### src/hw/mmio_params.svh
`ifndef MMIO_PARAMS_SVH
`define MMIO_PARAMS_SVH

// Number of MMIO read tags the host may have outstanding at once
`define MMIO_MAX_RD_TAGS 64

// Payload width carried by a single TLP channel of the transmit vector
`define MMIO_TLP_CH_PAYLOAD_BITS 256

// A full AFU read response spans both transmit channels
`define MMIO_RSP_PAYLOAD_BITS (2 * `MMIO_TLP_CH_PAYLOAD_BITS)

`endif

### src/hw/pcie_tlp_pkg.sv
`default_nettype none

`include "mmio_params.svh"

package pcie_tlp_pkg;

    // Combined fmt and type byte of the first header DW
    typedef enum logic [7:0] {
        MemRd32 = 8'h00,
        MemRd64 = 8'h20,
        MemWr32 = 8'h40,
        MemWr64 = 8'h60,
        CplD    = 8'h4a
    } t_fmttype;

    // Payload length in DW units
    typedef logic [9:0] t_tlp_length;

    // Completion byte count field
    typedef logic [11:0] t_tlp_byte_count;

    typedef logic [15:0] t_requester_id;

    // Tag as it sits on the wire, wider than the tags the MMIO path uses
    typedef logic [7:0] t_tlp_tag;

    typedef logic [63:0] t_tlp_addr;

    typedef logic [6:0] t_tlp_lower_addr;

    // Raw header slot of a channel, big enough for either header format
    typedef logic [127:0] t_tlp_hdr;

    typedef logic [`MMIO_TLP_CH_PAYLOAD_BITS-1:0] t_tlp_ch_payload;

    // Memory request header, padded out to four DW
    typedef struct packed {
        t_fmttype      fmttype;
        t_tlp_length   length;
        t_requester_id requester_id;
        t_tlp_tag      tag;
        logic [21:0]   rsvd;
        t_tlp_addr     addr;
    } t_tlp_req_hdr;

    // Completion header, padded out to four DW
    typedef struct packed {
        t_fmttype        fmttype;
        t_tlp_length     length;
        t_tlp_byte_count byte_count;
        t_requester_id   requester_id;
        t_tlp_tag        tag;
        t_tlp_lower_addr lower_addr;
        logic [66:0]     rsvd;
    } t_tlp_cpl_hdr;

    // One channel of the TX/RX TLP vector
    // Only a channel that carries sop has a meaningful hdr
    typedef struct packed {
        logic            valid;
        logic            sop;
        logic            eop;
        t_tlp_hdr        hdr;
        t_tlp_ch_payload payload;
    } t_tlp_ch;

endpackage

`default_nettype wire

### src/hw/mmio_rsp_pkg.sv
`default_nettype none

`include "mmio_params.svh"

package mmio_rsp_pkg;

    // Tag index into the outstanding read table
    typedef logic [$clog2(`MMIO_MAX_RD_TAGS)-1:0] t_mmio_tag;

    // Read size in bytes, 4 up to 64
    typedef logic [6:0] t_mmio_byte_count;

    typedef logic [6:0] t_mmio_lower_addr;

    typedef logic [`MMIO_RSP_PAYLOAD_BITS-1:0] t_mmio_rsp_payload;

    // Details of a host read that the completion has to echo back
    typedef struct packed {
        t_mmio_tag                   tag;
        pcie_tlp_pkg::t_requester_id requester_id;
        t_mmio_lower_addr            lower_addr;
        t_mmio_byte_count            byte_count;
    } t_mmio_host_req;

    // Read request presented to the AFU
    typedef struct packed {
        t_mmio_tag               tag;
        pcie_tlp_pkg::t_tlp_addr address;
        t_mmio_byte_count        byte_count;
    } t_mmio_afu_req;

    // Read data returned by the AFU
    // Bytes above the requested size are ignored by the host
    typedef struct packed {
        t_mmio_tag         tag;
        t_mmio_rsp_payload payload;
    } t_mmio_afu_rsp;

endpackage

`default_nettype wire

### src/hw/mmio_rd_req_decode.sv
`timescale 1ns/1ps
`default_nettype none

module mmio_rd_req_decode
(
    input  logic                        clk,
    input  logic                        reset_n,

    // Incoming request headers from the host are always accepted
    input  logic                        rx_valid,
    input  pcie_tlp_pkg::t_tlp_req_hdr  rx_hdr,

    // Request details kept for the completion generator
    output logic                        host_req_valid,
    output mmio_rsp_pkg::t_mmio_host_req host_req,

    // Read strobe and request toward the AFU
    output logic                        afu_req_valid,
    output mmio_rsp_pkg::t_mmio_afu_req afu_req
);

    logic                           is_mem_rd;
    mmio_rsp_pkg::t_mmio_tag        rx_tag;
    mmio_rsp_pkg::t_mmio_byte_count rx_byte_count;
    mmio_rsp_pkg::t_mmio_lower_addr rx_lower_addr;

    // Both address widths of a memory read are handled the same way
    // Writes and every other type fall through and are dropped here
    assign is_mem_rd = rx_valid &&
                       ((rx_hdr.fmttype == pcie_tlp_pkg::MemRd32) ||
                        (rx_hdr.fmttype == pcie_tlp_pkg::MemRd64));

    // The MMIO path only tracks as many tags as the read table holds
    assign rx_tag = mmio_rsp_pkg::t_mmio_tag'(rx_hdr.tag);

    // Length is in DW, so the byte count is the length shifted by two
    // A 16 DW read gives 64, which still fits the 7-bit count
    assign rx_byte_count = {rx_hdr.length[4:0], 2'b00};

    // The completion reports the low address bits of the request
    assign rx_lower_addr = rx_hdr.addr[6:0];

    // Each accepted read gives a one-cycle strobe on both outputs
    always_ff @(posedge clk)
    begin
        if (!reset_n)
        begin
            host_req_valid <= 1'b0;
            afu_req_valid  <= 1'b0;
        end
        else
        begin
            host_req_valid <= is_mem_rd;
            afu_req_valid  <= is_mem_rd;
        end
    end

    // Both records load in the same cycle and only for a read
    always_ff @(posedge clk)
    begin
        if (is_mem_rd)
        begin
            host_req.tag          <= rx_tag;
            host_req.requester_id <= rx_hdr.requester_id;
            host_req.lower_addr   <= rx_lower_addr;
            host_req.byte_count   <= rx_byte_count;

            afu_req.tag           <= rx_tag;
            afu_req.address       <= rx_hdr.addr;
            afu_req.byte_count    <= rx_byte_count;
        end
    end

endmodule

`default_nettype wire

### src/hw/mmio_tag_meta_ram.sv
`timescale 1ns/1ps
`default_nettype none

module mmio_tag_meta_ram
#(
    parameter int N_ENTRIES   = 64,
    parameter int N_DATA_BITS = 32
)
(
    input  logic                         clk,

    input  logic                         wen,
    input  logic [$clog2(N_ENTRIES)-1:0] waddr,
    input  logic [N_DATA_BITS-1:0]       wdata,

    input  logic [$clog2(N_ENTRIES)-1:0] raddr,
    output logic [N_DATA_BITS-1:0]       rdata
);

    // One record per tag, small enough to map onto LUT RAM
    logic [N_DATA_BITS-1:0] mem [N_ENTRIES];

    always_ff @(posedge clk)
    begin
        if (wen)
        begin
            mem[waddr] <= wdata;
        end
    end

    // Read is combinational so the record is ready in the same cycle
    // as the AFU response that names the tag
    assign rdata = mem[raddr];

endmodule

`default_nettype wire

### src/hw/mmio_rsp_fifo2.sv
`timescale 1ns/1ps
`default_nettype none

module mmio_rsp_fifo2
#(
    parameter int N_DATA_BITS = 32
)
(
    input  logic                   clk,
    input  logic                   reset_n,

    // On the enqueue side enq_en must only be raised while not_full
    input  logic                   enq_en,
    input  logic [N_DATA_BITS-1:0] enq_data,
    output logic                   not_full,

    // On the dequeue side deq_en must only be raised while not_empty
    input  logic                   deq_en,
    output logic [N_DATA_BITS-1:0] first,
    output logic                   not_empty
);

    // Entry 0 is always the head and entry 1 is only used when both are full
    logic [N_DATA_BITS-1:0] data0;
    logic [N_DATA_BITS-1:0] data1;
    logic [1:0]             count;

    always_ff @(posedge clk)
    begin
        if (!reset_n)
        begin
            count <= 2'd0;
        end
        else
        begin
            case ({enq_en, deq_en})
                2'b10: count <= count + 2'd1;
                2'b01: count <= count - 2'd1;
                default: count <= count;
            endcase
        end
    end

    // Entries shift toward the head as the FIFO drains
    always_ff @(posedge clk)
    begin
        if (deq_en)
        begin
            // The second entry moves up, or a new entry goes straight to the head
            data0 <= (count == 2'd2) ? data1 : enq_data;
            data1 <= enq_data;
        end
        else if (enq_en)
        begin
            if (count == 2'd0)
            begin
                data0 <= enq_data;
            end
            else
            begin
                data1 <= enq_data;
            end
        end
    end

    assign first     = data0;
    assign not_empty = (count != 2'd0);
    assign not_full  = (count != 2'd2);

endmodule

`default_nettype wire

### src/hw/mmio_cpl_gen.sv
`timescale 1ns/1ps
`default_nettype none

`include "mmio_params.svh"

module mmio_cpl_gen
(
    input  logic                          clk,
    input  logic                          reset_n,

    // Decoded host reads, always accepted
    input  logic                          host_req_valid,
    input  mmio_rsp_pkg::t_mmio_host_req  host_req,

    // Read data from the AFU
    input  logic                          afu_rsp_valid,
    input  mmio_rsp_pkg::t_mmio_afu_rsp   afu_rsp,
    output logic                          afu_rsp_ready,

    // Completion TLP vector toward the host
    output logic                          tx_valid,
    output pcie_tlp_pkg::t_tlp_ch [1:0]   tx_ch,
    output logic                          tx_last,
    input  logic                          tx_ready,

    output logic                          error
);

    // A buffered response travels with the request record it answers
    typedef struct packed {
        mmio_rsp_pkg::t_mmio_afu_rsp  rsp;
        mmio_rsp_pkg::t_mmio_host_req meta;
    } t_rsp_entry;

    logic                         host_req_valid_q;
    mmio_rsp_pkg::t_mmio_host_req host_req_q;
    mmio_rsp_pkg::t_mmio_host_req afu_rsp_meta;
    logic                         afu_rsp_accept;
    t_rsp_entry                   fifo_in;
    t_rsp_entry                   fifo_head;
    logic                         fifo_deq;
    logic                         fifo_not_empty;
    logic                         tx_free;
    pcie_tlp_pkg::t_tlp_cpl_hdr   cpl_hdr;
    logic                         dual_ch;
    pcie_tlp_pkg::t_tlp_ch [1:0]  tx_ch_next;
    logic [`MMIO_MAX_RD_TAGS-1:0] tag_active;

    // Stage the request one cycle before it is written to the table
    always_ff @(posedge clk)
    begin
        if (!reset_n)
        begin
            host_req_valid_q <= 1'b0;
        end
        else
        begin
            host_req_valid_q <= host_req_valid;
        end
    end

    always_ff @(posedge clk)
    begin
        host_req_q <= host_req;
    end

    // Request details indexed by tag and looked up by the response tag
    mmio_tag_meta_ram
    #(
        .N_ENTRIES   (`MMIO_MAX_RD_TAGS),
        .N_DATA_BITS ($bits(mmio_rsp_pkg::t_mmio_host_req))
    )
    u_meta_ram
    (
        .clk   (clk),
        .wen   (host_req_valid_q),
        .waddr (host_req_q.tag),
        .wdata (host_req_q),
        .raddr (afu_rsp.tag),
        .rdata (afu_rsp_meta)
    );

    assign afu_rsp_accept = afu_rsp_valid && afu_rsp_ready;

    assign fifo_in.rsp  = afu_rsp;
    assign fifo_in.meta = afu_rsp_meta;

    // The FIFO absorbs responses while the host holds off the TX port
    mmio_rsp_fifo2
    #(
        .N_DATA_BITS ($bits(t_rsp_entry))
    )
    u_rsp_fifo
    (
        .clk       (clk),
        .reset_n   (reset_n),
        .enq_en    (afu_rsp_accept),
        .enq_data  (fifo_in),
        .not_full  (afu_rsp_ready),
        .deq_en    (fifo_deq),
        .first     (fifo_head),
        .not_empty (fifo_not_empty)
    );

    // The output register can take a new beat when empty or draining
    assign tx_free  = tx_ready || !tx_valid;
    assign fifo_deq = fifo_not_empty && tx_free;

    // Completion header built from the recorded request
    always_comb
    begin
        cpl_hdr              = '0;
        cpl_hdr.fmttype      = pcie_tlp_pkg::CplD;
        cpl_hdr.length       = pcie_tlp_pkg::t_tlp_length'(fifo_head.meta.byte_count[6:2]);
        cpl_hdr.byte_count   = pcie_tlp_pkg::t_tlp_byte_count'(fifo_head.meta.byte_count);
        cpl_hdr.requester_id = fifo_head.meta.requester_id;
        cpl_hdr.tag          = pcie_tlp_pkg::t_tlp_tag'(fifo_head.rsp.tag);
        cpl_hdr.lower_addr   = fifo_head.meta.lower_addr;
    end

    // More than one channel's worth of data needs the second channel
    assign dual_ch = (fifo_head.meta.byte_count > 7'd32);

    always_comb
    begin
        tx_ch_next = '0;

        tx_ch_next[0].valid = 1'b1;
        tx_ch_next[0].sop   = 1'b1;
        tx_ch_next[0].eop   = !dual_ch;
        tx_ch_next[0].hdr   = cpl_hdr;

        // Second channel is data only, continuing the same packet
        tx_ch_next[1].valid = dual_ch;
        tx_ch_next[1].eop   = dual_ch;

        {tx_ch_next[1].payload, tx_ch_next[0].payload} = fifo_head.rsp.payload;
    end

    always_ff @(posedge clk)
    begin
        if (!reset_n)
        begin
            tx_valid <= 1'b0;
        end
        else if (tx_free)
        begin
            tx_valid <= fifo_not_empty;
        end
    end

    // Data only changes when a new completion is taken from the FIFO
    always_ff @(posedge clk)
    begin
        if (fifo_deq)
        begin
            tx_ch   <= tx_ch_next;
            tx_last <= tx_ch_next[0].eop || tx_ch_next[1].eop;
        end
    end

    // Outstanding tag tracking
    // A clear and a set in the same cycle leave the set in place
    always_ff @(posedge clk)
    begin
        if (!reset_n)
        begin
            tag_active <= '0;
            error      <= 1'b0;
        end
        else
        begin
            if (afu_rsp_accept)
            begin
                tag_active[afu_rsp.tag] <= 1'b0;
            end

            if (host_req_valid)
            begin
                tag_active[host_req.tag] <= 1'b1;
            end

            // Error stays up until the next reset
            if ((host_req_valid && tag_active[host_req.tag]) ||
                (afu_rsp_accept && !tag_active[afu_rsp.tag]))
            begin
                error <= 1'b1;
            end
        end
    end

endmodule

`default_nettype wire

### src/hw/mmio_rd_subsys.sv
`timescale 1ns/1ps
`default_nettype none

module mmio_rd_subsys
(
    input  logic                          clk,
    input  logic                          reset_n,

    // Host request headers, no back-pressure
    input  logic                          rx_valid,
    input  pcie_tlp_pkg::t_tlp_req_hdr    rx_hdr,

    // Read requests toward the AFU
    output logic                          afu_req_valid,
    output mmio_rsp_pkg::t_mmio_afu_req   afu_req,

    // Read responses from the AFU
    input  logic                          afu_rsp_valid,
    input  mmio_rsp_pkg::t_mmio_afu_rsp   afu_rsp,
    output logic                          afu_rsp_ready,

    // Completion stream toward the host
    output logic                          tx_valid,
    output pcie_tlp_pkg::t_tlp_ch [1:0]   tx_ch,
    output logic                          tx_last,
    input  logic                          tx_ready,

    // Sticky tag tracking error
    output logic                          error
);

    // Decoder to completion generator
    logic                         host_req_valid;
    mmio_rsp_pkg::t_mmio_host_req host_req;

    mmio_rd_req_decode u_decode
    (
        .clk            (clk),
        .reset_n        (reset_n),
        .rx_valid       (rx_valid),
        .rx_hdr         (rx_hdr),
        .host_req_valid (host_req_valid),
        .host_req       (host_req),
        .afu_req_valid  (afu_req_valid),
        .afu_req        (afu_req)
    );

    mmio_cpl_gen u_cpl_gen
    (
        .clk            (clk),
        .reset_n        (reset_n),
        .host_req_valid (host_req_valid),
        .host_req       (host_req),
        .afu_rsp_valid  (afu_rsp_valid),
        .afu_rsp        (afu_rsp),
        .afu_rsp_ready  (afu_rsp_ready),
        .tx_valid       (tx_valid),
        .tx_ch          (tx_ch),
        .tx_last        (tx_last),
        .tx_ready       (tx_ready),
        .error          (error)
    );

endmodule

`default_nettype wire

### config.mk
export PLATFORM = sky130hd
export DESIGN_NAME = mmio_rd_subsys
export DESIGN_NICKNAME = d
export VERILOG_FILES = /design/src/hw/pcie_tlp_pkg.sv /design/src/hw/mmio_rsp_pkg.sv /design/src/hw/mmio_rd_req_decode.sv /design/src/hw/mmio_tag_meta_ram.sv /design/src/hw/mmio_rsp_fifo2.sv /design/src/hw/mmio_cpl_gen.sv /design/src/hw/mmio_rd_subsys.sv
export VERILOG_INCLUDE_DIRS = /design/src /design/src/hw
export SDC_FILE = /design/constraint.sdc
export NUM_CORES = 2
export LEC_CHECK = 0
export BUFFER_PORTS_ARGS = -buffer_cell sky130_fd_sc_hd__buf_2
export CORE_AREA = 2 2 589 591
export DETAILED_ROUTE_END_ITERATION = 6
export DIE_AREA = 0 0 591 593
export HOLD_SLACK_MARGIN = 0.02
export PLACE_DENSITY_LB_ADDON = 0.12
export SYNTH_ARGS = -nofsm -noshare
export SYNTH_HDL_FRONTEND = slang
export SYNTH_SLANG_ARGS = --single-unit
### constraint.sdc
create_clock -name clk -period 92.1 [get_ports clk]
set_clock_uncertainty 0.05 [all_clocks]
set_input_delay 13.815 -clock clk [delete_from_list [all_inputs] [get_ports clk]]
set_output_delay 13.815 -clock clk [all_outputs]
set_load 0.03 [all_outputs]
==> run_results.csv <==
group,metric,value,unit
run_status,status,"complete, no violations",
place,dp.final_hpwl,301,mm
die,core,345000,µm²
logic_synthesis,synthFlopType,"edfxtp_1",
cts,cts_htree_levels,5,
cts,cts_buffer_depth,4,
logic_synthesis,yosys.area.top_type_share,78.6,%
route,wire_per_inst,33.2,µm
logic_synthesis,yosys.area.top_type,"edfxtp_1",
timing,hold_violations,0,
logic_synthesis,ys_warn_count,0,
cts,cts_root_buf,"clkbuf_16",
timing,fmax,51.8,MHz
route,route.detailed.drc,0,
cts,post_cts_buffers,0,
power_and_ir_drop,leakagePower,56.8,nW
place,place.gp.congestion,0.850,
timing,layout_setup_ws,72.81,ns
setup_path,critical_path.max_stage_delay,1.14,ns
timing,setup_tns,0,ns
logic_synthesis,ys_seq_area_share,80.1,%
route,viasPerCell,5.49,
setup_path,startpoint_type,"primary input",
global_route,grt.total_usage,26.2,%
cts,numCtsBuffers,393,
global_route,gr-total-overflow,0,
setup_path,critPathTopFamily,"buffers and inverters",
cts,path_clk_slew,0.06,ns
die,initial_core_util,39.1,%
layout,drive_gt1_share,25.1,%
route,first_iter_violations,9450,
cts,clock-sinks,3627,
cts,clk_latency,0.97,ns
power_and_ir_drop,power_density,29.4,nW/µm²
setup_path,crit_slowest_cell,"a2111oi_1",
setup_path,cpMostUsedCell,"buf_4",
timing,tightest_slew,1.43,ns
setup_path,worstPathArrival,19.94,ns
global_route,grt_antenna_before_repair,162,
die,die-area,350000,µm²
job,cap_violations,0,
logic_synthesis,synth_seq_cells,3627,
power_and_ir_drop,ir_drop,0.0304,mV
logic_synthesis,synth_edf_count,3523,
logic_synthesis,synth_area,135000,µm²
layout,area_growth,18.1,%
timing,drv_slew,0,
setup_path,path_class,"primary input to register",
timing,setup_viol,0,
place,preCtsSetupSlack,71.87,ns
cts,cts_resized,0,
logic_synthesis,avgSynthCellArea,17.0,µm²
setup_path,path_cells,"buf_8 > buf_12 > buf_4 > buf_4 > inv_4 > buf_4 > a22oi_2 > o221ai_1 > a2111oi_1 > o2111ai_1 > mux2_2",
setup_path,crit_required,92.74,ns
logic_synthesis,synth_cell_type_count,81,
cts,cts_hold_buf,0,
global_route,grt_pass1_vias,74000,
layout,nNetsFinal,9992,
layout,fillers,30100,
setup_path,crit_buf_inv,6,
setup_path,setup.worst_path.end_class,"register",
route,wl,475,mm
timing,period_needed,19.29,ns
die,fp.dieH,593,µm
timing,rsz0062_at_grt,"no",
timing,slew-limit-headroom,4.79,%
route,vias,78500,
route,ant_nets,0,
global_route,grt_pass1_wl,634,mm
place,numPortBuffers,1253,
logic_synthesis,synthTopCellsByArea,"edfxtp_1 79%, nand2_1 4.8%, mux2i_1 2.2%",
timing,fin_crit_sh,20.9,%
setup_path,path_max_fanout,69,
layout,post-route-util,46.1,%
logic_synthesis,synth-async-reset-ratio,0,%
die,num_rows,216,
worst_hold_path,hold_class,"register to register",
global_route,grt_max_degree,188,
logic_synthesis,syn_inst,7920,
route,firstDrtPassIters,6,
die,io_pins,1507,
cts,cts_tree,"built",
die,die_x,591,µm
[power breakdown]
group	leakage (nW)	total (W)	switching, W	internal (W)
registers	33.6	0.00227	0.0000910	0.00218
clock network	6.28	0.00159	0.000659	0.000926
logic	17.0	0.000820	0.000672	0.000147
total	56.8	0.00467	0.00142	0.00325
[flip-flops by register name (all words and copies together) (netlist names)]
signal                      cells
u_cpl_gen.tx_ch               548
u_cpl_gen.u_rsp_fifo.count      2
u_decode.afu_req               64
u_cpl_gen.tx_valid              1
u_cpl_gen.u_rsp_fifo.data1    546
u_cpl_gen.host_req_q           34
u_cpl_gen.tag_active           64
u_cpl_gen.host_req_valid_q      1
u_cpl_gen.u_meta_ram.mem     1792
u_cpl_gen.u_rsp_fifo.first    546
u_cpl_gen.error                 1
u_decode.host_req              27
u_decode.host_req_valid         1
[per-layer routing]
metal / GRT usage [%] / vias up / wire length, µm
li1: - / 32800 / -
met1: 35.2 / 40900 / 191000
met2: 40.8 / 3821 / 217000
met3: 6.46 / 831 / 44500
met5: 0 / - / 595
met4: 10.8 / 88 / 21700
[layout by cell type, fill, tap and decap left out, types with 12 or more instances in the layout]
cell type / instances
edfxtp_1: 3523
nand2_1: 1704
buf_2: 1250
clkbuf_16: 401
mux2i_1: 299
conb_1: 223
buf_4: 207
a221oi_1: 191
o21ai_0: 166
a22oi_1: 136
mux2_2: 136
o22ai_1: 123
mux4_2: 107
clkbuf_1: 96
dfxtp_1: 76
clkinv_2: 75
a21oi_1: 74
diode_2: 67
clkinv_1: 66
nor2_4: 65
nor2_1: 59
and2_1: 44
nand3_1: 43
bufinv_16: 42
a221o_1: 40
o22a_1: 40
a22o_1: 38
o221ai_1: 36
a21boi_0: 34
dfxtp_2: 27
nand2b_1: 26
nand3b_1: 23
or3b_2: 17
nor2b_1: 15
a31oi_1: 13
o31ai_1: 12
clkbuf_8: 12
[synth_stat cells (74+ instances only)]
master and count:
edfxtp_1 3523, nand2_1 1706, buf_4 299, mux2i_1 299, clkbuf_1 193, a221oi_1 191, o21ai_0 166, mux2_2 137
a22oi_1 136, nor2_1 124, o22ai_1 123, mux4_2 107, dfxtp_1 104, buf_2 100, a21oi_1 74
[cells by family after synthesis]
group / share of synthesized area [%]
compound gates: 5.32
simple gates: 6.36
buf+inv: 2.98
other cells: 0.00558
flops: 80.1
fa+ha+maj: 0.0186
mux: 5.18
xor+xnor: 0.0195
[worst reg2reg max path, delay by kind of cell (launching register included)]
family          cells  cell delay (ns)
buf+inv             6             5.20
compound gates      1             0.32
flops               1             0.31
simple gates        1             0.20
[through the flow]
step	hold WS (ns)	power, W	cell area, µm²	instances
final	0.279	0.00467	159000	14300
after floorplan	0.273	0.00292	135000	8141
after detailed placement	0.277	0.00313	146000	13500
after global placement	0.279	0.00312	146000	13500
after CTS	0.284	0.00472	159000	14200
after global routing	0.301	0.00482	159000	14200
[final timing paths]
kind                                   start                                  endpoint  slack [ns]  cells after the start
max                             afu_rsp[513]  u_cpl_gen.u_rsp_fifo.first[27]$_DFFE_PP_       72.81                     11
min          u_decode.host_req[14]$_DFFE_PP_          u_cpl_gen.host_req_q[14]$_DFF_P_        0.28                      0
max reg2reg  u_cpl_gen.tx_valid$_SDFFE_PN0N_             u_cpl_gen.tx_ch[98]$_DFFE_PP_       85.52                      8
min reg2reg  u_decode.host_req[14]$_DFFE_PP_          u_cpl_gen.host_req_q[14]$_DFF_P_        0.28                      0
[cell type report]
type	instances	area, µm²	share of cell area [%]
clock buffer	509	10600	6.64
tap	4578	5730	3.60
timing repair buffer	1470	8060	5.07
inverter	7	40.0	0.0252
multi-input combinational	3840	24200	15.2
antenna	67	168	0.105
sequential	3627	108000	67.9
clock inverter	211	2280	1.44
Power figures use the tool's default switching activity.
